$ cat src/design/clock_pkg.sv
package clock_pkg;

	// sys_clk cycles per second, 25 for simulation only
	localparam int TICKS_PER_SEC = 25;
	localparam int PRESC_W = (TICKS_PER_SEC > 2) ? $clog2(TICKS_PER_SEC) : 1;
	localparam logic [PRESC_W-1:0] PRESC_LAST = PRESC_W'(TICKS_PER_SEC - 1);

	// blink half period in cycles
	localparam int FLASH_HALF = 8;
	localparam int FLASH_W = $clog2(FLASH_HALF + 1);
	localparam logic [FLASH_W-1:0] FLASH_LAST = FLASH_W'(FLASH_HALF - 1);

	localparam logic [7:0] BLANK_CODE = 8'hff;	// not a legal bcd pair

	// field limits, binary
	localparam logic [7:0] SEC_MAX = 8'd59;
	localparam logic [7:0] MIN_MAX = 8'd59;
	localparam logic [7:0] HOUR_MAX = 8'd23;

	typedef enum logic [1:0] {
		MODE_RUN = 2'd0,
		MODE_SET_MIN = 2'd1,
		MODE_SET_HOUR = 2'd2
	} adjust_mode_t;

	// one step per cycle at most, inc and dec never both set
	typedef struct packed {
		adjust_mode_t mode;
		logic inc;
		logic dec;
	} adjust_cmd_t;

	// raw counter values
	typedef struct packed {
		logic [7:0] hour;
		logic [7:0] min;
		logic [7:0] sec;
	} time_bin_t;

	// two bcd digits per field, hour in the top byte
	typedef struct packed {
		logic [7:0] hour;
		logic [7:0] min;
		logic [7:0] sec;
	} display_t;

endpackage

$ cat src/design/adjust_ctrl.sv
`timescale 1ns/1ns

module adjust_ctrl (
	input logic sys_clk,
	input logic rst,
	input logic key_adjust_flag,
	input logic key_add_flag,
	input logic key_sub_flag,

	output clock_pkg::adjust_cmd_t cmd
);

	clock_pkg::adjust_mode_t mode_next;
	logic step_ok;
	logic add_step;
	logic sub_step;

	// run -> set min -> set hour -> run
	always_comb begin
		mode_next = cmd.mode;
		if (key_adjust_flag) begin
			case (cmd.mode)
				clock_pkg::MODE_RUN: mode_next = clock_pkg::MODE_SET_MIN;
				clock_pkg::MODE_SET_MIN: mode_next = clock_pkg::MODE_SET_HOUR;
				default: mode_next = clock_pkg::MODE_RUN;
			endcase
		end
	end

	// a step pressed with adjust would land on the wrong field, drop it
	assign step_ok = (cmd.mode != clock_pkg::MODE_RUN) && !key_adjust_flag;

	// add and sub together cancel out
	assign add_step = step_ok && key_add_flag && !key_sub_flag;
	assign sub_step = step_ok && key_sub_flag && !key_add_flag;

	always_ff @(posedge sys_clk) begin
		if (rst) begin
			cmd.mode <= clock_pkg::MODE_RUN;
			cmd.inc <= 1'b0;
			cmd.dec <= 1'b0;
		end else begin
			cmd.mode <= mode_next;
			cmd.inc <= add_step;	// one cycle pulse
			cmd.dec <= sub_step;
		end
	end

endmodule

$ cat src/design/sec_timebase.sv
`timescale 1ns/1ns

module sec_timebase (
	input logic sys_clk,
	input logic rst,

	output logic [7:0] sec,
	output logic min_tick
);

	logic [clock_pkg::PRESC_W-1:0] presc;
	logic sec_tick;

	// last cycle of each second
	assign sec_tick = (presc == clock_pkg::PRESC_LAST);

	always_ff @(posedge sys_clk) begin
		if (rst) begin
			presc <= '0;
		end else if (sec_tick) begin
			presc <= '0;
		end else begin
			presc <= presc + 1'b1;
		end
	end

	always_ff @(posedge sys_clk) begin
		if (rst) begin
			sec <= '0;
		end else if (sec_tick) begin
			if (sec == clock_pkg::SEC_MAX)
				sec <= '0;
			else
				sec <= sec + 8'd1;
		end
	end

	// high together with the 59 -> 0 edge
	assign min_tick = sec_tick && (sec == clock_pkg::SEC_MAX);

endmodule

$ cat src/design/hm_counter.sv
`timescale 1ns/1ns

module hm_counter (
	input logic sys_clk,
	input logic rst,
	input logic min_tick,
	input clock_pkg::adjust_cmd_t cmd,

	output logic [7:0] min,
	output logic [7:0] hour
);

	logic min_inc;
	logic min_dec;
	logic hour_inc;
	logic hour_dec;
	logic hour_carry;
	logic [1:0] min_up;
	logic [1:0] hour_up;
	logic [7:0] min_next;
	logic [7:0] hour_next;

	// val + up - down, modulo max+1
	// up is at most 2, so one subtract covers the overflow
	function automatic logic [7:0] step_field(
		input logic [7:0] val,
		input logic [7:0] max,
		input logic [1:0] up,
		input logic down
	);
		logic [8:0] sum;
		sum = {1'b0, val} + {7'b0, up};
		if (sum > {1'b0, max})
			sum = sum - ({1'b0, max} + 9'd1);
		if (down) begin
			if (sum == 9'd0)
				sum = {1'b0, max};
			else
				sum = sum - 9'd1;
		end
		return sum[7:0];
	endfunction

	// adjust steps only reach the selected field
	assign min_inc = cmd.inc && (cmd.mode == clock_pkg::MODE_SET_MIN);
	assign min_dec = cmd.dec && (cmd.mode == clock_pkg::MODE_SET_MIN);
	assign hour_inc = cmd.inc && (cmd.mode == clock_pkg::MODE_SET_HOUR);
	assign hour_dec = cmd.dec && (cmd.mode == clock_pkg::MODE_SET_HOUR);

	// hour carry from minute rollover only, never from a step
	assign hour_carry = min_tick && (min == clock_pkg::MIN_MAX);

	assign min_up = {1'b0, min_tick} + {1'b0, min_inc};
	assign hour_up = {1'b0, hour_carry} + {1'b0, hour_inc};

	assign min_next = step_field(min, clock_pkg::MIN_MAX, min_up, min_dec);
	assign hour_next = step_field(hour, clock_pkg::HOUR_MAX, hour_up, hour_dec);

	always_ff @(posedge sys_clk) begin
		if (rst) begin
			min <= '0;
			hour <= '0;
		end else begin
			min <= min_next;
			hour <= hour_next;
		end
	end

endmodule

$ cat src/design/display_format.sv
`timescale 1ns/1ns

module display_format (
	input logic sys_clk,
	input logic rst,
	input clock_pkg::time_bin_t time_in,
	input clock_pkg::adjust_mode_t mode,

	output clock_pkg::display_t show_data
);

	logic [clock_pkg::FLASH_W-1:0] flash_cnt;
	logic flash_off;
	clock_pkg::adjust_mode_t mode_q;
	logic mode_chg;
	logic blank;
	clock_pkg::display_t word_d;

	// fields stay below 100, two digits are enough
	function automatic logic [7:0] bin2bcd(input logic [7:0] bin);
		logic [7:0] tens;
		logic [7:0] ones;
		tens = bin / 8'd10;
		ones = bin % 8'd10;
		return {tens[3:0], ones[3:0]};
	endfunction

	assign mode_chg = (mode != mode_q);

	// blink phase, restarts "on" at every mode change
	always_ff @(posedge sys_clk) begin
		if (rst) begin
			flash_cnt <= '0;
			flash_off <= 1'b0;
			mode_q <= clock_pkg::MODE_RUN;
		end else begin
			mode_q <= mode;
			if (mode_chg || mode == clock_pkg::MODE_RUN) begin
				flash_cnt <= '0;
				flash_off <= 1'b0;
			end else if (flash_cnt == clock_pkg::FLASH_LAST) begin
				flash_cnt <= '0;
				flash_off <= ~flash_off;
			end else begin
				flash_cnt <= flash_cnt + 1'b1;
			end
		end
	end

	// stale phase of the old mode must not show
	assign blank = flash_off && !mode_chg;

	always_comb begin
		word_d.hour = bin2bcd(time_in.hour);
		word_d.min = bin2bcd(time_in.min);
		word_d.sec = bin2bcd(time_in.sec);
		if (blank) begin
			case (mode)
				clock_pkg::MODE_SET_MIN: word_d.min = clock_pkg::BLANK_CODE;
				clock_pkg::MODE_SET_HOUR: word_d.hour = clock_pkg::BLANK_CODE;
				default: ;	// run, nothing blinks
			endcase
		end
	end

	always_ff @(posedge sys_clk) begin
		if (rst)
			show_data <= '0;
		else
			show_data <= word_d;
	end

endmodule

$ cat src/design/clock_top.sv
`timescale 1ns/1ns

module clock_top (
	input logic sys_clk,
	input logic rst,
	input logic key_adjust_flag,
	input logic key_add_flag,
	input logic key_sub_flag,

	output clock_pkg::display_t show_data
);

	clock_pkg::adjust_cmd_t cmd;
	clock_pkg::time_bin_t time_bin;
	logic [7:0] sec;
	logic [7:0] min;
	logic [7:0] hour;
	logic min_tick;

	adjust_ctrl adjust_ctrl_i (
		.sys_clk			(sys_clk),
		.rst				(rst),
		.key_adjust_flag	(key_adjust_flag),
		.key_add_flag		(key_add_flag),
		.key_sub_flag		(key_sub_flag),
		.cmd				(cmd)
	);

	sec_timebase sec_timebase_i (
		.sys_clk			(sys_clk),
		.rst				(rst),
		.sec				(sec),
		.min_tick			(min_tick)
	);

	hm_counter hm_counter_i (
		.sys_clk			(sys_clk),
		.rst				(rst),
		.min_tick			(min_tick),
		.cmd				(cmd),
		.min				(min),
		.hour				(hour)
	);

	assign time_bin = '{hour: hour, min: min, sec: sec};

	display_format display_format_i (
		.sys_clk			(sys_clk),
		.rst				(rst),
		.time_in			(time_bin),
		.mode				(cmd.mode),
		.show_data			(show_data)
	);

endmodule

$ cat config.mk
export PLATFORM = sky130hd
export DESIGN_NAME = clock_top
export DESIGN_NICKNAME = d
export VERILOG_FILES = /design/src/design/clock_pkg.sv /design/src/design/adjust_ctrl.sv /design/src/design/sec_timebase.sv /design/src/design/hm_counter.sv /design/src/design/display_format.sv /design/src/design/clock_top.sv
export SDC_FILE = /design/constraint.sdc
export NUM_CORES = 1
export LEC_CHECK = 0
export BUFFER_PORTS_ARGS = -buffer_cell sky130_fd_sc_hd__buf_2
export CORE_MARGIN = 4
export CORE_UTILIZATION = 25
export DETAILED_ROUTE_END_ITERATION = 16
export PLACE_DENSITY = 0.48
export SLEW_MARGIN = 20
export SYNTH_ARGS = -nofsm -noshare
export SYNTH_HDL_FRONTEND = slang
export SYNTH_SLANG_ARGS = --single-unit
$ cat constraint.sdc
create_clock -name sys_clk -period 7.4 [get_ports sys_clk]
set_clock_uncertainty 0.1 [all_clocks]
set_input_delay 0 -clock sys_clk [delete_from_list [all_inputs] [get_ports sys_clk]]
set_output_delay 0 -clock sys_clk [all_outputs]
set_load 0.03 [all_outputs]
==> summary.md, run 1 <==
| Metric | Value |
|---|---|
| Run status | complete, no violations |
| Boundary pin count | 29 |
| Post-synth EDFFs | 0 |
| DRT iter0 DRCs | 315 |
| Simple-gate area share of the yosys netlist | 25.9% |
| Synth Area in XOR/XNOR | 9.32% |
| Total grt overflow | 0 |
| Worst slew margin | 42.3% |
| # Post-CTS Setup Buffers | 0 |
| Worst hold start | rst |
| Post-synth cell types | 80 |
| Fill cell count | 1887 |
| Maximum clock frequency | 172 MHz |
| CP startpoint | sec_timebase_i.sec[3] |
| Register area share after synthesis | 27.7% |
| Post-synthesis cell area | 4630 um2 |
| Vias in the first global route | 3968 |
| TritonCTS clock tree | built |
| Post-cts resize count | 0 |
| Sum Neg Setup Slack | 0 ns |
| RSZ-0062 raised after global routing | false |
| Die height | 144 um |
| Reg-to-Reg Start | sec_timebase_i.sec[3] |
| Post-route ant nets | 0 |
| R2r worst-path depth | 16 |
| P_leak | 1.97 nW |
| Compound-Gate Fraction of Synth Area | 23.0% |
| Main combinational cell family by area after synthesis | simple AND/OR/NAND/NOR gates |
| Clock root buffer | clkbuf_16 |
| Area Overhead vs Synth | 14.0% |
| CTS Buffer Depth | 2 |
| Core area | 18100 um2 |
| Clk_lat worst skew | 0.33 ns |
| Worst min-delay path category | input pin to flop |
| Fin cells | 839 |
| Most common cell after layout, fill and taps aside | dfxtp_1 |
| Dpl cells | 818 |
| Vias per cell | 5.01 |
| Final Worst Setup Slack | 1.60 ns |
| Die area | 20800 um2 |
| Worst EP required | 7.51 ns |
| Post-synth top area cell | dfxtp_1 |
| Drt pass-1 iters | 4 |
| Vias | 4200 |
| Final min period | 5.80 ns |
| Worst-margin pin slew | 0.865 ns |
| Share of the synthesized area in the top cell type | 27.7% |
| Post-DP HPWL | 8260 um |
| H-Tree Depth | 3 |
| Post-synth ARST share | 0% |
| Final worst-path cycle share | 78.4% |
| Critical path startpoint category | flop |
| Yosys reg bits | 64 |
| Final slew viol count | 0 |
| Share of cells above drive strength 1 | 10.7% |
| Kind of critical path | flop to flop |
| Routed WL | 11300 um |
| Ant. Diodes | 0 |
| Commonest cells after routing, fill and taps aside | 64 x dfxtp_1, 57 x nor2_1, 51 x nand2_1 |
| Ys Warns | 0 |
| Residual DRC | 0 |
| CTS sink cnt | 64 |
| Synth top area cells | dfxtp_1 28%, ha_1 5.7%, a21oi_1 5.2% |
| Final GP Congestion | 0.862 |
| Mapped Avg Cell Area | 7.79 um2 |
| Initial antenna violation count | 0 |
| Post-synth top flop | dfxtp_1 |
| R2R Setup Slk | 1.60 ns |
| Syn Inst Count | 595 |
| Rows | 49 |
| CP arrival | 5.91 ns |
| Syn_nets | 623 |
| Power per cell area | 281 nW/um2 |
| Setup-failing EPs final | 0 |
| Dpl ws | 1.69 ns |
| Portion of netlist area occupied by mux cells | 2.19% |
| Largest net degree at the start of global routing | 44 |
| R2R Path End | hm_counter_i.hour[6] |
| Minimum hold slack | 0.159 ns |
| Gr usage total | 11.1% |
| Fin nets | 633 |
| Initial Util | 25.6% |
| Max-cap violation count | 0 |
| Max VDD drop | 0.000121 V |
| # port buffers | 28 |
| Critical path peak fanout | 19 |
| Clk slew on worst S/H paths | 0.05 ns |
| Routed WL per cell | 13.5 um |
| Hold Vio Cnt, Final | 0 |
| Crit. End Element | flop |
| End of the critical path | hm_counter_i.hour[6] |
| First-pass GRT wire length | 19100 um |
| Num CTS Buffers | 9 |
| Die X | 144 um |
| Synthesized-area fraction occupied by adder cells | 6.75% |
==> registers in the layout (all words and copies together) (netlist names) <==
register / count
sec_timebase_i.sec: 8
hm_counter_i.min: 8
hm_counter_i.hour: 8
display_format_i.mode_q: 2
sec_timebase_i.presc: 5
adjust_ctrl_i.cmd: 4
display_format_i.flash_cnt: 4
display_format_i.flash_off: 1
display_format_i.show_data: 24
==> worst max-delay path, stage by stage, from the launching register on <==
cell and delay, ns:
dfxtp_1 0.76, and3_1 0.27, nor4b_1 0.38, nand2_1 0.18, nor4_1 0.41, fa_1 0.34, ha_1 0.32, nand3_1 0.15
xnor2_1 0.50, ha_1 0.43, xnor3_1 0.38, or3_1 0.34, a2bb2oi_1 0.17, nor4_1 0.51, nand2_1 0.17, nand2_1 0.19
nor3b_1 0.07
==> worst min-delay path by stage <==
stage                                           to  slack [ns]  depth (start not counted)
floorplan                     adjust_ctrl_i.cmd[0]       -0.02                          1
global placement              adjust_ctrl_i.cmd[0]        0.11                          2
detailed placement            adjust_ctrl_i.cmd[0]        0.11                          2
CTS                 display_format_i.show_data[23]        0.17                          2
global route                  adjust_ctrl_i.cmd[3]        0.20                          2
finish              display_format_i.show_data[23]        0.16                          2
==> power breakdown <==
part | switching (mW) | internal [mW]
Clock | 0.156 | 0.304
Sequential | 0.0512 | 0.384
Combinational | 0.348 | 0.240
Total | 0.555 | 0.928
==> cell usage after synthesis, types with 3 or more instances <==
cell / n
a211o_1: 3
a211oi_1: 7
a21o_1: 4
a21oi_1: 48
a22oi_1: 4
a2bb2oi_1: 4
a31oi_1: 8
a41oi_1: 3
and2_1: 7
and3_1: 4
buf_1: 3
buf_2: 6
clkbuf_1: 24
dfxtp_1: 64
ha_1: 21
inv_1: 25
mux2i_1: 9
nand2_1: 51
nand2b_1: 16
nand3_1: 19
nand3b_1: 5
nand4_1: 8
nor2_1: 57
nor2b_1: 13
nor3_1: 18
nor3b_1: 4
nor4_1: 9
nor4b_1: 4
o211a_1: 3
o21a_1: 8
o21ai_0: 31
o22ai_1: 4
or2_2: 6
or3_1: 4
xnor2_1: 26
xor2_1: 12
==> stage by stage <==
| step | cell area, um2 | utilization [%] | total power, mW |
|---|---|---|---|
| floorplan | 4630 | - | 0.917 |
| global placement | 4920 | 27.2 | 1.02 |
| detailed placement | 4920 | 27.2 | 1.02 |
| CTS | 5280 | 29.2 | 1.50 |
| global route | 5280 | 29.2 | 1.58 |
| finish | 5280 | 29.2 | 1.48 |
==> area by class of cell <==
cell class	count	area (um2)	share of cell area [%]
timing repair buffer	33	190	3.60
inverter	26	97.6	1.85
clock inverter	3	65.1	1.23
tap	229	287	5.42
clock buffer	13	250	4.74
multi-input combinational	471	3110	58.9
sequential	64	1280	24.3
==> cell families (layout without fill, tap and decap cells) <==
family | count (synthesis) | after routing
muxes | 10 | 10
adders and majority gates | 24 | 24
buffers and inverters | 60 | 75
DFF | 64 | 64
xor gates and xnor gates | 43 | 43
and+or+nand+nor | 235 | 235
AOI/OAI and AO/OA | 159 | 159
==> layer usage <==
metal / routed length (um) / GRT usage, % / vias up
met5: 0 / 0 / -
met4: 157 / 3.14 / 0
met3: 392 / 2.98 / 13
met2: 5250 / 17.9 / 54
met1: 5540 / 14.7 / 1991
li1: - / - / 2142
==> timing repair <==
item	in CTS	in global routing
hold buffers	5	0
endpoints found under the hold margin	4	0
endpoints found under the setup margin	0	0
Note: power is estimated with default switching activity, not from simulation.
==> run 2, diff against run 1 <==
--- a/config.mk
+++ b/config.mk
@@ -5,6 +5,7 @@
 export SDC_FILE = /design/constraint.sdc
 export NUM_CORES = 1
 export LEC_CHECK = 0
+export ABC_AREA = 1
 export BUFFER_PORTS_ARGS = -buffer_cell sky130_fd_sc_hd__buf_2
 export CORE_MARGIN = 4
 export CORE_UTILIZATION = 25
==> constraint.sdc (replaced) <==
create_clock -name sys_clk -period 5.4 [get_ports sys_clk]
set_clock_uncertainty 0.1 [all_clocks]
set_input_delay 0 -clock sys_clk [delete_from_list [all_inputs] [get_ports sys_clk]]
set_output_delay 0 -clock sys_clk [all_outputs]
set_load 0.03 [all_outputs]
==> summary.md, run 2 <==
| Metric | Value |
|---|---|
| Run status | complete, no violations |
| Final slew viol count | 0 (unchanged) |
| Max-cap violation count | 0 (unchanged) |
| Ant. Diodes | 0 (unchanged) |
| Buf/Inv on CP | 6 (+6) |
| Total grt overflow | 0 (unchanged) |
| Hold Vio Cnt, Final | 0 (unchanged) |
| Routed WL per cell | 10.3 um (-24%) |
| Area Overhead vs Synth | 17.2% |
| Setup-failing EPs final | 0 (unchanged) |
| Initial Util | 25.8% (+0.15 points) |
| Worst-margin pin slew | 0.818 ns (-0.0467 ns) |
| Slowest stage cell, crit path | dfxtp_1 |
| Slowest cell delay on critical path | 0.33 ns (-0.43 ns) |
| CTS sink cnt | 64 (unchanged) |
| Initial antenna violation count | 0 (unchanged) |
| Commonest cells after routing, fill and taps aside | 133 x nand2_1, 103 x inv_1, 66 x nor2_1 |
| Worst EP required | 5.52 ns (-1.99 ns) |
| Routed WL | 9300 um (-18%) |
| Max FFs per register | 24 (unchanged) |
| DRT iter0 DRCs | 121 (-62%) |
| Boundary pin count | 29 (unchanged) |
| Crit. End Element | flop |
| Gr usage total | 10.0% (-1.1 points) |
| CTS Buffer Depth | 2 (unchanged) |
| Die X | 139 um (-3.3%) |
| Commonest cells in the netlist | 133 x nand2_1, 103 x inv_1, 66 x nor2_1 |
| Drt pass-1 iters | 5 (+1) |
| Share of cells above drive strength 1 | 14.2% (+3.6 points) |
| RSZ-0062 raised after global routing | false |
| Final GP Congestion | 0.794 (-7.9%) |
| Worst slew margin | 45.4% (+3.1 points) |
| Vias per cell | 4.26 (-15%) |
| CP arrival | 4.49 ns (-1.42 ns) |
| Largest Register | display_format_i.show_data |
| First-pass GRT wire length | 16300 um (-15%) |
| TritonCTS clock tree | built |
| Vias | 3839 (-8.6%) |
| Syn Inst Count | 641 (+7.7%) |
| Fin nets | 705 (+11%) |
| Final worst-path cycle share | 80.8% (+2.4 points) |
| Post-synth ARST share | 0% (unchanged) |
| Clock root buffer | clkbuf_16 |
| Synth top area cells | dfxtp_1 30%, nand2_1 12%, inv_1 9.0% |
| H-Tree Depth | 3 (unchanged) |
| Clk slew on worst S/H paths | 0.06 ns (about the same) |
| Worst min-delay path category | input pin to flop |
| Post-synth cell types | 42 (-48%) |
| # Post-CTS Setup Buffers | 0 (unchanged) |
| Critical path peak fanout | 6 (-13) |
| Max VDD drop | 0.000171 V (+42%) |
| Top cell family by delay on the critical path | simple AND/OR/NAND/NOR gates |
| Post-synth top flop | dfxtp_1 |
| Post-cts resize count | 0 (unchanged) |
| Post-synth EDFFs | 0 (unchanged) |
| Fill cell count | 1877 (-0.53%) |
| Post-synth top area cell | dfxtp_1 |
| Num CTS Buffers | 9 (unchanged) |
| Critical path startpoint category | flop |
| Core area | 16800 um2 (-7.3%) |
| P_leak | 2.51 nW (+27%) |
| Kind of critical path | flop to flop |
| Minimum hold slack | 0.0409 ns (-0.118 ns) |
| Most common cell after layout, fill and taps aside | nand2_1 |
| Dpl cell area | 4710 um2 (-4.3%) |
| Clk_lat worst skew | 0.33 ns (about the same) |
| Post-route ant nets | 0 (unchanged) |
| Power per cell area | 528 nW/um2 (+88%) |
| Share of the synthesized area in the top cell type | 29.7% (+2.0 points) |
| Syn_nets | 669 (+7.4%) |
| Final min period | 4.37 ns (-1.44 ns) |
| Residual DRC | 0 (unchanged) |
| Register area share after synthesis | 29.7% (+2.0 points) |
| Rows | 47 (-4.1%) |
| Die height | 139 um (-3.3%) |
| Largest net degree at the start of global routing | 26 (-41%) |
| Maximum clock frequency | 229 MHz (+33%) |
| Sum Neg Setup Slack | 0 ns (unchanged) |
| Yosys reg bits | 64 (unchanged) |
| Post-synthesis cell area | 4320 um2 (-6.8%) |
| Mapped Avg Cell Area | 6.74 um2 (-13%) |
| Top-count cell post-synth | nand2_1 |
| Die area | 19400 um2 (-6.4%) |
| Total power | 2.67 mW (+80%) |
| Post-DP HPWL | 7180 um (-13%) |
| Ys Warns | 0 (unchanged) |
| Vias in the first global route | 3587 (-9.6%) |
| # port buffers | 28 (unchanged) |
| Layout Cell Area excl Fill | 5060 um2 (-4.2%) |
run 2: cell types whose count changed after synthesis, moves of 16 or more:
cell	delta
clkbuf_1	-21
a21oi_1	-28
nand2_2	+27
inv_1	+78
nand3_1	+30
nand2b_1	-16
nand2_1	+82
run 2: layout make-up:
type / instances / area (um2) / share of cell area (%)
Clock buffer: 11 / 233 / 4.60
Clock inverter: 5 / 81.3 / 1.61
Inverter: 113 / 424 / 8.38
Multi-Input combinational cell: 456 / 2580 / 50.9
Sequential cell: 64 / 1280 / 25.3
Tap cell: 220 / 275 / 5.44
Timing Repair Buffer: 33 / 188 / 3.71
run 2: cell families (layout without fill, tap and decap cells):
family | count (synthesis) | after routing | synth area share (%)
buffers and inverters | 121 | 162 | 10.6
AO/OA/AOI/OAI | 69 | 69 | 9.27
adder cells (fa/ha/maj) | 23 | 23 | 7.01
flip-flops | 64 | 64 | 29.7
XOR/XNOR | 41 | 41 | 8.66
AND/OR/NAND/NOR | 323 | 323 | 34.7
run 2: final timing paths:
kind | from | end | slack [ns] | cells after the start
setup / recovery | sec_timebase_i.presc[0] | hm_counter_i.hour[7] | 1.03 | 28
hold / removal | rst | display_format_i.mode_q[0] | 0.04 | 2
setup reg to reg | sec_timebase_i.presc[0] | hm_counter_i.hour[7] | 1.03 | 28
hold reg to reg | display_format_i.flash_cnt[0] | display_format_i.flash_cnt[0] | 0.36 | 1
run 2: timing repair:
action                                  in CTS  in global routing
hold buffers                                 4                  0
endpoints found under the setup margin       0                  0
hold endpoints to repair                     4                  0
run 2: worst reg2reg max path: cells and delay by family, from the launching register on:
family / cells / cell delay (ns)
adders and majority gates: 4 / 0.79
and+or+nand+nor: 15 / 2.03
xor gates and xnor gates: 1 / 0.23
buffers and inverters: 6 / 0.53
AOI/OAI and AO/OA: 2 / 0.24
DFF: 1 / 0.33
run 2: where the power goes:
group	internal (mW)	switching [mW]	total [mW]	leakage (nW)
Combinational	0.495	0.953	1.45	1.83
Sequential	0.550	0.0589	0.609	0.522
Clock	0.404	0.212	0.617	0.150
Total	1.45	1.22	2.67	2.51
run 2: metrics by stage:
step / instances / util, % / setup slack [ns]
after floorplan: 641 / - / 1.43
after CTS: 902 / 30.2 / 1.02
after global routing: 902 / 30.2 / 0.530
after global placement: 882 / 28.1 / 1.10
final: 902 / 30.2 / 1.03
after detailed placement: 882 / 28.1 / 1.03
run 2: per-layer routing:
metal	GRT usage (%)	routed length [um]	vias up
met3	2.98	281	6
met5	0	0	-
met4	3.09	116	0
met1	12.7	4640	1692
met2	16.5	4270	44
li1	-	-	2097
